$ cat src/include/rvc_cfg.svh
`ifndef RVC_CFG_SVH
`define RVC_CFG_SVH

// ---------------------------------------------------------------------
// rv32i base opcodes, bits [6:0]
// ---------------------------------------------------------------------
`define RV_OPC_LOAD    7'b0000011
`define RV_OPC_STORE   7'b0100011
`define RV_OPC_BRANCH  7'b1100011
`define RV_OPC_JAL     7'b1101111
`define RV_OPC_JALR    7'b1100111
`define RV_OPC_OP_IMM  7'b0010011
`define RV_OPC_OP      7'b0110011
`define RV_OPC_LUI     7'b0110111

// addi x0, x0, 0
`define RVC_NOP        32'h0000_0013

// instruction counter width
`define RVC_CNT_W      32

// ---------------------------------------------------------------------
// configuration register addresses
// ---------------------------------------------------------------------
`define RVC_ADDR_CTRL     2'd0
`define RVC_ADDR_CNT_C    2'd1
`define RVC_ADDR_CNT_ALL  2'd2

`endif
$ cat src/verilog/rvc_pkg.sv
`include "rvc_cfg.svh"

package rvc_pkg;

    // class tag handed to the decoder
    typedef enum logic [3:0] {
        OPC_LOAD,
        OPC_STORE,
        OPC_BRANCH,
        OPC_JAL,
        OPC_JALR,
        OPC_OP_IMM,
        OPC_OP,
        OPC_LUI,
        OPC_OTHER,
        OPC_ILLEGAL
    } op_class_e;

    // register port map
    typedef enum logic [1:0] {
        CFG_CTRL    = `RVC_ADDR_CTRL,     // bit 0 is the c-extension enable
        CFG_CNT_C   = `RVC_ADDR_CNT_C,    // compressed count, read only
        CFG_CNT_ALL = `RVC_ADDR_CNT_ALL   // total count, read only
    } cfg_addr_e;

endpackage

$ cat src/verilog/rvc_frontend.sv
`timescale 1ns/1ps

module rvc_frontend
    import rvc_pkg::*;
(
    input  logic        clk_i,
    input  logic        reset_i,
    input  logic        parcel_valid_i,
    input  logic [15:0] parcel_i,
    input  logic        flush_i,
    input  logic        cfg_we_i,
    input  cfg_addr_e   cfg_addr_i,
    input  logic [31:0] cfg_wdata_i,
    output logic [31:0] cfg_rdata_o,
    output logic        instr_valid_o,
    output logic [31:0] instr_o,
    output logic        is_compressed_o,
    output op_class_e   op_class_o,
    output logic        illegal_o
);

    logic        asm_valid;
    logic [31:0] asm_instr;
    logic [31:0] exp_instr;
    logic        exp_is_compressed;
    logic        exp_illegal;
    logic        c_enable;

    rvc_parcel_assembler i_assembler (
        .clk_i          (clk_i),
        .reset_i        (reset_i),
        .parcel_valid_i (parcel_valid_i),
        .parcel_i       (parcel_i),
        .flush_i        (flush_i),
        .asm_valid_o    (asm_valid),
        .asm_instr_o    (asm_instr)
    );

    rvc_expander i_expander (
        .instr_i         (asm_instr),
        .instr_o         (exp_instr),
        .is_compressed_o (exp_is_compressed),
        .illegal_o       (exp_illegal)
    );

    rvc_op_classifier i_classifier (
        .clk_i           (clk_i),
        .reset_i         (reset_i),
        .in_valid_i      (asm_valid),
        .instr_i         (exp_instr),
        .is_compressed_i (exp_is_compressed),
        .exp_illegal_i   (exp_illegal),
        .c_enable_i      (c_enable),
        .instr_valid_o   (instr_valid_o),
        .instr_o         (instr_o),
        .is_compressed_o (is_compressed_o),
        .op_class_o      (op_class_o),
        .illegal_o       (illegal_o)
    );

    // counters see the decoder strobe
    rvc_csr_block i_csr (
        .clk_i               (clk_i),
        .reset_i             (reset_i),
        .cfg_we_i            (cfg_we_i),
        .cfg_addr_i          (cfg_addr_i),
        .cfg_wdata_i         (cfg_wdata_i),
        .cfg_rdata_o         (cfg_rdata_o),
        .retire_i            (instr_valid_o),
        .retire_compressed_i (is_compressed_o),
        .c_enable_o          (c_enable)
    );

endmodule

$ cat src/verilog/rvc_csr_block.sv
`timescale 1ns/1ps

`include "rvc_cfg.svh"

module rvc_csr_block
    import rvc_pkg::*;
(
    input  logic        clk_i,
    input  logic        reset_i,
    input  logic        cfg_we_i,
    input  cfg_addr_e   cfg_addr_i,
    input  logic [31:0] cfg_wdata_i,
    output logic [31:0] cfg_rdata_o,
    input  logic        retire_i,
    input  logic        retire_compressed_i,
    output logic        c_enable_o
);

    logic                  c_enable_q;
    logic [`RVC_CNT_W-1:0] cnt_c_q;
    logic [`RVC_CNT_W-1:0] cnt_all_q;

    // ---------------------------------------------------------------------
    // control register
    // ---------------------------------------------------------------------
    always_ff @(posedge clk_i) begin
        if (reset_i) begin
            c_enable_q <= 1'b1;  // extension on out of reset
        end else if (cfg_we_i && (cfg_addr_i == CFG_CTRL)) begin
            c_enable_q <= cfg_wdata_i[0];
        end
    end

    // ---------------------------------------------------------------------
    // instruction counters, illegal ones included
    // ---------------------------------------------------------------------
    always_ff @(posedge clk_i) begin
        if (reset_i) begin
            cnt_c_q   <= '0;
            cnt_all_q <= '0;
        end else if (retire_i) begin
            cnt_all_q <= cnt_all_q + 1'b1;
            if (retire_compressed_i) begin
                cnt_c_q <= cnt_c_q + 1'b1;
            end
        end
    end

    // read side is combinational
    always_comb begin
        case (cfg_addr_i)
            CFG_CTRL:    cfg_rdata_o = {31'd0, c_enable_q};
            CFG_CNT_C:   cfg_rdata_o = 32'(cnt_c_q);
            CFG_CNT_ALL: cfg_rdata_o = 32'(cnt_all_q);
            default:     cfg_rdata_o = 32'd0;  // unmapped
        endcase
    end

    assign c_enable_o = c_enable_q;

endmodule

$ cat src/verilog/rvc_op_classifier.sv
`timescale 1ns/1ps

`include "rvc_cfg.svh"

module rvc_op_classifier
    import rvc_pkg::*;
(
    input  logic        clk_i,
    input  logic        reset_i,
    input  logic        in_valid_i,
    input  logic [31:0] instr_i,
    input  logic        is_compressed_i,
    input  logic        exp_illegal_i,
    input  logic        c_enable_i,
    output logic        instr_valid_o,
    output logic [31:0] instr_o,
    output logic        is_compressed_o,
    output op_class_e   op_class_o,
    output logic        illegal_o
);

    op_class_e class_d;
    logic      illegal_d;

    // compressed forms are rejected while the extension is off
    assign illegal_d = exp_illegal_i | (is_compressed_i & ~c_enable_i);

    always_comb begin
        case (instr_i[6:0])
            `RV_OPC_LOAD:   class_d = OPC_LOAD;
            `RV_OPC_STORE:  class_d = OPC_STORE;
            `RV_OPC_BRANCH: class_d = OPC_BRANCH;
            `RV_OPC_JAL:    class_d = OPC_JAL;
            `RV_OPC_JALR:   class_d = OPC_JALR;
            `RV_OPC_OP_IMM: class_d = OPC_OP_IMM;
            `RV_OPC_OP:     class_d = OPC_OP;
            `RV_OPC_LUI:    class_d = OPC_LUI;
            default:        class_d = OPC_OTHER;
        endcase
        if (illegal_d) begin
            class_d = OPC_ILLEGAL;
        end
    end

    always_ff @(posedge clk_i) begin
        if (reset_i) begin
            instr_valid_o <= 1'b0;
        end else begin
            instr_valid_o <= in_valid_i;
        end
    end

    // payload follows the strobe, bits pass unchanged
    always_ff @(posedge clk_i) begin
        instr_o         <= instr_i;
        is_compressed_o <= is_compressed_i;
        op_class_o      <= class_d;
        illegal_o       <= illegal_d;
    end

endmodule

$ cat src/verilog/rvc_expander.sv
`timescale 1ns/1ps

`include "rvc_cfg.svh"

module rvc_expander (
    input  logic [31:0] instr_i,
    output logic [31:0] instr_o,
    output logic        is_compressed_o,
    output logic        illegal_o
);

    // compressed opcode as {funct3, quadrant}
    typedef enum logic [4:0] {
        C_ADDI4SPN = 5'b000_00,
        C_LW       = 5'b010_00,
        C_SW       = 5'b110_00,
        C_ADDI     = 5'b000_01,
        C_JAL      = 5'b001_01,
        C_LI       = 5'b010_01,
        C_LUI      = 5'b011_01,  // also addi16sp
        C_ARITH    = 5'b100_01,
        C_J        = 5'b101_01,
        C_BEQZ     = 5'b110_01,
        C_BNEZ     = 5'b111_01,
        C_SLLI     = 5'b000_10,
        C_LWSP     = 5'b010_10,
        C_CR       = 5'b100_10,  // jr, mv, jalr, add, ebreak
        C_SWSP     = 5'b110_10
    } c_op_e;

    logic [15:0] c;
    logic [4:0]  rd;       // full register fields
    logic [4:0]  rs2;
    logic [4:0]  r_hi_p;   // x8..x15 from bits 9:7
    logic [4:0]  r_lo_p;   // x8..x15 from bits 4:2
    logic [2:0]  alu_f3;
    logic [31:0] exp_instr;
    logic        exp_ill;

    assign c      = instr_i[15:0];
    assign rd     = c[11:7];
    assign rs2    = c[6:2];
    assign r_hi_p = {2'b01, c[9:7]};
    assign r_lo_p = {2'b01, c[4:2]};

    always_comb begin
        exp_instr = `RVC_NOP;
        exp_ill   = 1'b0;
        alu_f3    = 3'b000;
        case ({c[15:13], c[1:0]})
            // -----------------------------------------------------------------
            // quadrant 0
            // -----------------------------------------------------------------
            C_ADDI4SPN: begin  // addi rd', x2, nzuimm
                exp_ill   = (c[12:5] == 8'h00);  // covers the all-zero parcel too
                exp_instr = {2'b00, c[10:7], c[12:11], c[5], c[6], 2'b00, 5'd2, 3'b000,
                             r_lo_p, `RV_OPC_OP_IMM};
            end
            C_LW: begin
                exp_instr = {5'b00000, c[5], c[12:10], c[6], 2'b00, r_hi_p, 3'b010,
                             r_lo_p, `RV_OPC_LOAD};
            end
            C_SW: begin
                exp_instr = {5'b00000, c[5], c[12], r_lo_p, r_hi_p, 3'b010,
                             c[11:10], c[6], 2'b00, `RV_OPC_STORE};
            end
            // -----------------------------------------------------------------
            // quadrant 1
            // -----------------------------------------------------------------
            C_ADDI, C_LI: begin  // li reads x0 instead of rd
                exp_instr = {{7{c[12]}}, c[6:2], c[14] ? 5'd0 : rd, 3'b000, rd,
                             `RV_OPC_OP_IMM};
            end
            C_JAL, C_J: begin  // only the link register differs
                exp_instr = {c[12], c[8], c[10:9], c[6], c[7], c[2], c[11], c[5:3],
                             {9{c[12]}}, c[15] ? 5'd0 : 5'd1, `RV_OPC_JAL};
            end
            C_LUI: begin
                exp_ill = ({c[12], c[6:2]} == 6'd0);
                if (rd == 5'd2) begin  // addi16sp
                    exp_instr = {{3{c[12]}}, c[4:3], c[5], c[2], c[6], 4'b0000, 5'd2,
                                 3'b000, 5'd2, `RV_OPC_OP_IMM};
                end else begin
                    exp_instr = {{15{c[12]}}, c[6:2], rd, `RV_OPC_LUI};
                end
            end
            C_ARITH: begin
                case (c[11:10])
                    2'b00: begin  // srli
                        exp_ill   = c[12];  // shamt[5] is rv64 only
                        exp_instr = {7'b0000000, c[6:2], r_hi_p, 3'b101, r_hi_p,
                                     `RV_OPC_OP_IMM};
                    end
                    2'b01: begin  // srai
                        exp_ill   = c[12];
                        exp_instr = {7'b0100000, c[6:2], r_hi_p, 3'b101, r_hi_p,
                                     `RV_OPC_OP_IMM};
                    end
                    2'b10: begin  // andi
                        exp_instr = {{7{c[12]}}, c[6:2], r_hi_p, 3'b111, r_hi_p,
                                     `RV_OPC_OP_IMM};
                    end
                    default: begin
                        exp_ill = c[12];  // subw, addw and reserved slots
                        case (c[6:5])
                            2'b00:   alu_f3 = 3'b000;  // sub
                            2'b01:   alu_f3 = 3'b100;  // xor
                            2'b10:   alu_f3 = 3'b110;  // or
                            default: alu_f3 = 3'b111;  // and
                        endcase
                        exp_instr = {1'b0, (c[6:5] == 2'b00), 5'b00000, r_lo_p, r_hi_p,
                                     alu_f3, r_hi_p, `RV_OPC_OP};
                    end
                endcase
            end
            C_BEQZ, C_BNEZ: begin  // funct3 bit 0 picks bne
                exp_instr = {{4{c[12]}}, c[6:5], c[2], 5'd0, r_hi_p, 2'b00, c[13],
                             c[11:10], c[4:3], c[12], `RV_OPC_BRANCH};
            end
            // -----------------------------------------------------------------
            // quadrant 2
            // -----------------------------------------------------------------
            C_SLLI: begin
                exp_ill   = c[12];
                exp_instr = {7'b0000000, c[6:2], rd, 3'b001, rd, `RV_OPC_OP_IMM};
            end
            C_LWSP: begin
                exp_ill   = (rd == 5'd0);
                exp_instr = {4'b0000, c[3:2], c[12], c[6:4], 2'b00, 5'd2, 3'b010, rd,
                             `RV_OPC_LOAD};
            end
            C_SWSP: begin
                exp_instr = {4'b0000, c[8:7], c[12], rs2, 5'd2, 3'b010, c[11:9], 2'b00,
                             `RV_OPC_STORE};
            end
            C_CR: begin
                if (rs2 != 5'd0) begin  // mv when bit 12 clear, add when set
                    exp_instr = {7'b0000000, rs2, c[12] ? rd : 5'd0, 3'b000, rd,
                                 `RV_OPC_OP};
                end else if (!c[12]) begin  // jr
                    exp_ill   = (rd == 5'd0);
                    exp_instr = {12'h000, rd, 3'b000, 5'd0, `RV_OPC_JALR};
                end else if (rd == 5'd0) begin
                    exp_instr = 32'h0010_0073;  // ebreak
                end else begin  // jalr
                    exp_instr = {12'h000, rd, 3'b000, 5'd1, `RV_OPC_JALR};
                end
            end
            default: begin
                exp_ill = 1'b1;  // fp loads and stores, reserved
            end
        endcase
    end

    assign is_compressed_o = (instr_i[1:0] != 2'b11);
    assign illegal_o       = is_compressed_o & exp_ill;
    assign instr_o         = !is_compressed_o ? instr_i :
                             exp_ill          ? `RVC_NOP : exp_instr;

endmodule

$ cat src/verilog/rvc_parcel_assembler.sv
`timescale 1ns/1ps

module rvc_parcel_assembler (
    input  logic        clk_i,
    input  logic        reset_i,
    input  logic        parcel_valid_i,
    input  logic [15:0] parcel_i,
    input  logic        flush_i,
    output logic        asm_valid_o,
    output logic [31:0] asm_instr_o
);

    logic        pending_q;  // low half of a 32-bit instruction held
    logic [15:0] low_q;
    logic        valid_q;
    logic [31:0] instr_q;
    logic        is_full_parcel;

    // low bits 11 open a 32-bit instruction
    assign is_full_parcel = (parcel_i[1:0] == 2'b11);

    // ---------------------------------------------------------------------
    // control state
    // ---------------------------------------------------------------------
    always_ff @(posedge clk_i) begin
        if (reset_i || flush_i) begin
            pending_q <= 1'b0;
            valid_q   <= 1'b0;
        end else begin
            valid_q <= 1'b0;  // one cycle strobe
            if (parcel_valid_i) begin
                if (pending_q) begin
                    pending_q <= 1'b0;
                    valid_q   <= 1'b1;
                end else if (is_full_parcel) begin
                    pending_q <= 1'b1;
                end else begin
                    valid_q <= 1'b1;
                end
            end
        end
    end

    // ---------------------------------------------------------------------
    // payload
    // ---------------------------------------------------------------------
    always_ff @(posedge clk_i) begin
        if (parcel_valid_i) begin
            if (pending_q) begin
                instr_q <= {parcel_i, low_q};  // upper half completes the pair
            end else if (is_full_parcel) begin
                low_q <= parcel_i;
            end else begin
                instr_q <= {16'h0000, parcel_i};
            end
        end
    end

    assign asm_valid_o = valid_q;
    assign asm_instr_o = instr_q;

endmodule

$ cat config.mk
export PLATFORM = sky130hd
export DESIGN_NAME = rvc_frontend
export DESIGN_NICKNAME = d
export VERILOG_FILES = /design/src/verilog/rvc_pkg.sv /design/src/verilog/rvc_frontend.sv /design/src/verilog/rvc_csr_block.sv /design/src/verilog/rvc_op_classifier.sv /design/src/verilog/rvc_expander.sv /design/src/verilog/rvc_parcel_assembler.sv
export VERILOG_INCLUDE_DIRS = /design/src /design/src/include
export SDC_FILE = /design/constraint.sdc
export NUM_CORES = 1
export LEC_CHECK = 0
export BUFFER_PORTS_ARGS = -buffer_cell sky130_fd_sc_hd__buf_2
export CAP_MARGIN = 0
export CORE_MARGIN = 3
export CORE_UTILIZATION = 30
export DETAILED_ROUTE_END_ITERATION = 8
export SYNTH_ARGS = -nofsm -noshare
export SYNTH_HDL_FRONTEND = slang
export SYNTH_SLANG_ARGS = --single-unit
$ cat constraint.sdc
create_clock -name clk_i -period 3.3 [get_ports clk_i]
set_input_delay 0.495 -clock clk_i [delete_from_list [all_inputs] [get_ports clk_i]]
set_output_delay 0.495 -clock clk_i [all_outputs]
set_load 0.01 [all_outputs]
### Word-level counts from Yosys, hierarchy flattened

Cells that the tools add are included.

| cells by class | value |
|---|---|
| bitwise logic cells | 6 |
| magnitude comparators | 0 |
| reduce and logical (&&, ||, !) cells | 18 |
| add/sub/neg operators | 2 |
| divide/modulo/power cells | 0 |
| multiplexer cells | 24 |
| eq/ne operators | 32 |
| $mul | 0 |
| shift-type cells | 0 |

Operator list:

| operator | number |
|---|---|
| case mux 32 bit (12 select lines) | 1 |
| case mux 32 bit (3 select lines) | 2 |
| 2-to-1 mux 32 bit | 5 |
| adder 32 x 1 -> 32 bit (second input constant) | 2 |
| 2-to-1 mux 21 bit | 2 |
| == test 5 bit (second input constant) | 7 |
| case mux 4 bit (8 select lines) | 1 |
| 2-to-1 mux 29 bit | 1 |
| == test 7 x 6 -> 1 bit (second input constant) | 3 |
| == test 7 bit (second input constant) | 3 |
| == test 5 x 4 -> 1 bit (second input constant) | 4 |
| == test 5 x 2 -> 1 bit (second input constant) | 2 |
| zero test 5 bit | 2 |
| 2-to-1 mux 5 bit | 2 |
| case mux 3 bit (3 select lines) | 1 |
| OR reduction 9 bit | 1 |
| == test 2 bit (second input constant) | 4 |
| zero test 8 bit | 1 |
| 2-to-1 mux 1 bit | 8 |
| OR reduction 2 bit | 4 |
| == test 7 x 2 -> 1 bit (second input constant) | 1 |
| == test 7 x 5 -> 1 bit (second input constant) | 1 |
| case mux 1 bit (7 select lines) | 1 |
| == test 2 x 1 -> 1 bit (second input constant) | 3 |
| other kinds (14) | 20 |

| word-level totals | value |
|---|---|
| bits in writable memories | 0 |
| bits in latches | 0 |
| register bits | 154 |
| input port bits | 55 |
| output and inout bits | 71 |
| memory bits (read-only) | 0 |
| logic and storage cells | 94 |
| memories kept | 0 |

### Logic depth before layout (Yosys ltp)

| depth | value |
|---|---|
| depth after elaboration | 9 |
| depth in mapped cells | 10 |
| depth with buffers taken out | 8 |

### Cells and area by module

Synthesis repeated with hierarchy kept, for this count alone.

| unflattened totals | value |
|---|---|
| cells, all modules | 837 |
| area total of the unflattened synthesis | 7946.4 um2 |

By module, submodules not included:

| module | cells an instance | area each (um2) | times used |
|---|---|---|---|
| rvc_csr_block | 402 | 3405.8 | 1 |
| rvc_parcel_assembler | 94 | 1944.4 | 1 |
| rvc_expander | 275 | 1620.3 | 1 |
| rvc_op_classifier | 66 | 975.9 | 1 |

### Least setup slack after synthesis

OpenSTA, ideal clock, no wires.

| timing | value |
|---|---|
| path type | in2reg |
| start point | input parcel_i[0] |
| end point | register i_assembler.instr_q[0] (netlist: i_assembler.asm_instr_o[0]), enable pin |
| cell stages on the path | 2 |
| data required time | 2.825 ns |
| setup time | 0.475 ns |
| setup slack | -0.282 ns |
| buffers on the path | 0 |
| arrival time | 3.107 ns |
| cells stage by stage | nor2b_1 -> a21boi_0 |

| on the way | value |
|---|---|
| word-level cells in the longest chain between the ends | 3 |

Ends and longest elaborated chain:

| what | line | RTL |
|---|---|---|
| start: declaration | rvc_frontend.sv:9 | `input logic [15:0] parcel_i,` |
| == test 2 bit | rvc_parcel_assembler.sv:20 | `assign is_full_parcel = (parcel_i[1:0] == 2'b11);` |
| inequality test 2 x 1 -> 1 bit (no line) | - |  |
| AND reduction 2 bit (no line) | - |  |
| end signal: assignment | rvc_parcel_assembler.sv:50 | `instr_q <= {parcel_i, low_q};` |
| end signal: assignment | rvc_parcel_assembler.sv:54 | `instr_q <= {16'h0000, parcel_i};` |
| end: declaration | rvc_parcel_assembler.sv:16 | `logic [31:0] instr_q;` |

No other way between the ends.
A chain may end at the register's enable or synchronous reset.

### Worst setup path after layout

| timing | value |
|---|---|
| start point | register i_assembler.instr_q[9] (netlist: i_assembler.asm_instr_o[9]) |
| end point | register i_classifier.op_class_o[3] |

| on the way | value |
|---|---|
| elaborated cells on any way between the ends | 24 |
| classes of those cells | eq/ne (9); mux (11); bitwise (2); reduce/logical (2) |

RTL lines:

| what | line | RTL |
|---|---|---|
| zero test 5 bit | rvc_expander.sv:128, rvc_expander.sv:141 |  |
| 2-to-1 mux 1 bit | rvc_expander.sv:140 | `end else if (!c[12]) begin` |
| 2-to-1 mux 1 bit | rvc_expander.sv:137 | `if (rs2 != 5'd0) begin` |
| case mux 1 bit (7 select lines) | rvc_expander.sv:50 | `case ({c[15:13], c[1:0]})` |
| 2-to-1 mux 32 bit (*) | rvc_expander.sv:158 | `` exp_ill ? `RVC_NOP : exp_instr; `` |
| 2-to-1 mux 32 bit (*) | rvc_expander.sv:157 | `assign instr_o = !is_compressed_o ? instr_i :` |
| named net exp_instr[5] | rvc_frontend.sv:24 | `logic [31:0] exp_instr;` |
| == test 7 x 6 -> 1 bit (tied with other cells) | rvc_op_classifier.sv:29 | `case (instr_i[6:0])` |
| case mux 4 bit (8 select lines) (*) | rvc_op_classifier.sv:29 |  |
| end signal: assignment | rvc_op_classifier.sv:57 | `op_class_o <= class_d;` |
| end: declaration | rvc_op_classifier.sv:18 | `output op_class_e op_class_o,` |

Mark *: on every way through the listed nets, which the timed path passes. The rest lies on a longest branch.

==> metrics.cfg <==
[cells_and_area]
fin_nets=923
drive_above_1_share=0.207
mostFrequentLayoutCells=dfxtp_1 (106), buf_2 (94), nor2_1 (86)
area_growth_pct=19.8
final_cells=1198
antenna_cells=0
fin_area_mm2=0.00874
layout_commonest_cell=dfxtp_1

[worst_setup_path]
crit_chain=nor4_4, a211oi_2, or2_1, a311oi_1, o21ai_1, mux2_2, a41oi_2
path_max_fanout=8
slowest_delay_ns=0.61
cp_num_buf_inv=0
cp_top_family=compound AO/OA/AOI/OAI gates
crit_arrival_ns=3.06
path_class=register to register
critPathCaptureType=register
worstPathRequired_ns=3.65
crit_slowest_cell=nor4_4
critPathLaunchType=register

[timing]
worst_pin_slew_ns=1.06
finalHoldViolations=0
min_period_ns=2.71
finalCritPeriodShare=0.822
grt_setup_unrepaired=no
fmax_ghz=0.369
final.setup.tns_ns=0
whs_ns=0.246
finalSetupViolations=0
skew_ns=0.0132
slew_headroom=0.295
slew_violations=0

[clocking]
clock_latency_ns=0.43
cts_resized=0
path_clk_slew_ns=0.07
cts_num_sinks=154
htree_levels=4
hold_buffers=0
numCtsBuffers=17
cts_tree=yes
cts_buffer_depth=2
cts_root_buf=clkbuf_16
cts_setup_buffers=0

[logic_synthesis]
ys_warn_count=0
ys_seq_elements=154
synth-edff-count=48
ys.flop_type=dfxtp_1
postSynthAreaPerCell_um2=9.40
yosysUniqueCellTypes=70
yosysSeqAreaShare=0.489
netlist_area_mm2=0.00729
synth-async-reset-ratio=0
synth_cells=776

[routing]
routed_via_density=5.07
vias=6074
firstDrtPassIters=8
ant_nets=0
totalWireLength_um=19600
drtIter0Drc=461
drc=0
wl_per_cell_um=16.3

[global_routing]
grtUsageTotal=0.148
grt_pass1_wl_um=30800
grt_max_degree=46
first_global_vias=5671
gr-total-overflow=0
antenna_found_initial=0

[power]
total_power_mw=4.42
powerDensity_mw_per_mm2=505
power_leakage_nw=3.40
vdd_drop_max_uv=287

[floorplanning]
initial_core_util=0.308
io_pins=126
core-area_mm2=0.0237
die_w_um=162
fp.dieH_um=162
row_count=56
die_area_mm2=0.0262

[min_path]
hp-class=input pin to register

[place]
numPortBuffers=94
dpl.cell_count=1166
dp.final_hpwl_um=13700
placed_cell_area_mm2=0.00818
globalplace.congestion=0.936

[outcome]
status=finished, final reports clean

[run]
maxCapViolCount=0

-- logic make-up (layout without fill, tap and decap cells) --
kind of cell	Yosys count	in the layout	share of synthesized area
DFF	154	154	0.489
AOI/OAI and AO/OA	173	173	0.164
buffers and inverters	67	169	0.0367
and+or+nand+nor	307	307	0.215
adders and majority gates	2	2	0.00343
xor gates and xnor gates	53	53	0.0636
muxes	19	19	0.0288
other	1	2	0.000514
-- worst reg2reg max path, cell delays in order (launching register included) --
cell      delay, ns
edfxtp_1       0.53
nor4_4         0.61
a211oi_2       0.16
or2_1          0.26
a311oi_1       0.42
o21ai_1        0.17
mux2_2         0.30
a41oi_2        0.18
-- cell usage after synthesis, drive strengths merged, types with 2 or more instances --
cell type  number  area [um2]
and4            5        43.8
nand4          13        81.3
a211oi          5        47.5
a32oi           5        43.8
nor3b           2        15.0
nor4            9        86.3
clkinv          4        15.0
xor2           29         254
edfxtp         48        1440
buf            11        57.6
o21a            3        22.5
nand2b          7        43.8
and3           23         144
xnor2          24         210
a41oi           2        25.0
nor3           12        60.1
o2111ai         2        17.5
ha              2        25.0
o21ai          48         240
or3            12        75.1
a21boi          3        22.5
and2           23         146
clkbuf         39         146
mux2           16         180
a21o           10        75.1
dfxtp         106        2120
nor2b          11        68.8
nand3          30         150
mux2i           3        30.0
or2             3        18.8
o31ai           3        22.5
o22ai           5        31.3
nand3b          2        15.0
nand2          63         236
o211ai          3        27.5
nor4b           2        17.5
inv            13        48.8
a22o           31         272
a222oi          3        30.0
a31oi           5        31.3
nor2           86         323
a32o            2        20.0
a21oi          31         155
-- registers in the layout (all words and copies together), names as in the netlist --
name                          cells
i_csr.cnt_all_q                  32
i_classifier.instr_valid_o        1
i_csr.cnt_c_q                    32
i_classifier.op_class_o           4
i_classifier.illegal_o            1
i_assembler.pending_q             1
i_assembler.asm_valid_o           1
i_classifier.instr_o             32
i_csr.c_enable_o                  1
i_assembler.asm_instr_o          32
i_classifier.is_compressed_o      1
i_assembler.low_q                16
-- area by class of cell --
| cell class | count | area, um2 |
|---|---|---|
| Clock buffer | 19 | 434 |
| Clock inverter | 13 | 133 |
| Fill cell | 2449 | 14900 |
| Inverter | 17 | 63.8 |
| Multi-Input combinational cell | 556 | 3480 |
| Sequential cell | 154 | 3560 |
| Tap cell | 319 | 399 |
| Timing Repair Buffer | 120 | 666 |
-- per-layer routing --
layer / track usage / vias to the layer above / share of wire
li1: - / 2963 / -
met1: 0.214 / 2865 / 0.49
met2: 0.217 / 214 / 0.43
met3: 0.0370 / 32 / 0.068
met4: 0.0496 / 0 / 0.020
met5: 0 / - / 0
-- worst paths after layout --
kind,start,to,slack (ns),cells after the start
max,i_assembler.asm_instr_o[9],i_classifier.op_class_o[3],0.59,7
min,flush_i,i_assembler.pending_q,0.25,2
max reg2reg,i_assembler.asm_instr_o[9],i_classifier.op_class_o[3],0.59,7
min reg2reg,i_assembler.asm_valid_o,i_classifier.instr_valid_o,0.44,1
-- stage by stage --
stage | utilization | setup slack, ns
4_1_cts | 0.369 | 0.687
3_3_place_gp | 0.345 | 0.670
3_5_place_dp | 0.345 | 0.698
5_1_grt | 0.369 | 0.485
6_report | 0.369 | 0.589
2_1_floorplan | - | 0.597
-- report_power, final --
part | switching [mW] | internal, mW
clock network | 0.840 | 1.06
registers | 0.0436 | 2.04
logic | 0.274 | 0.155
(Power assumes the default switching activity.)
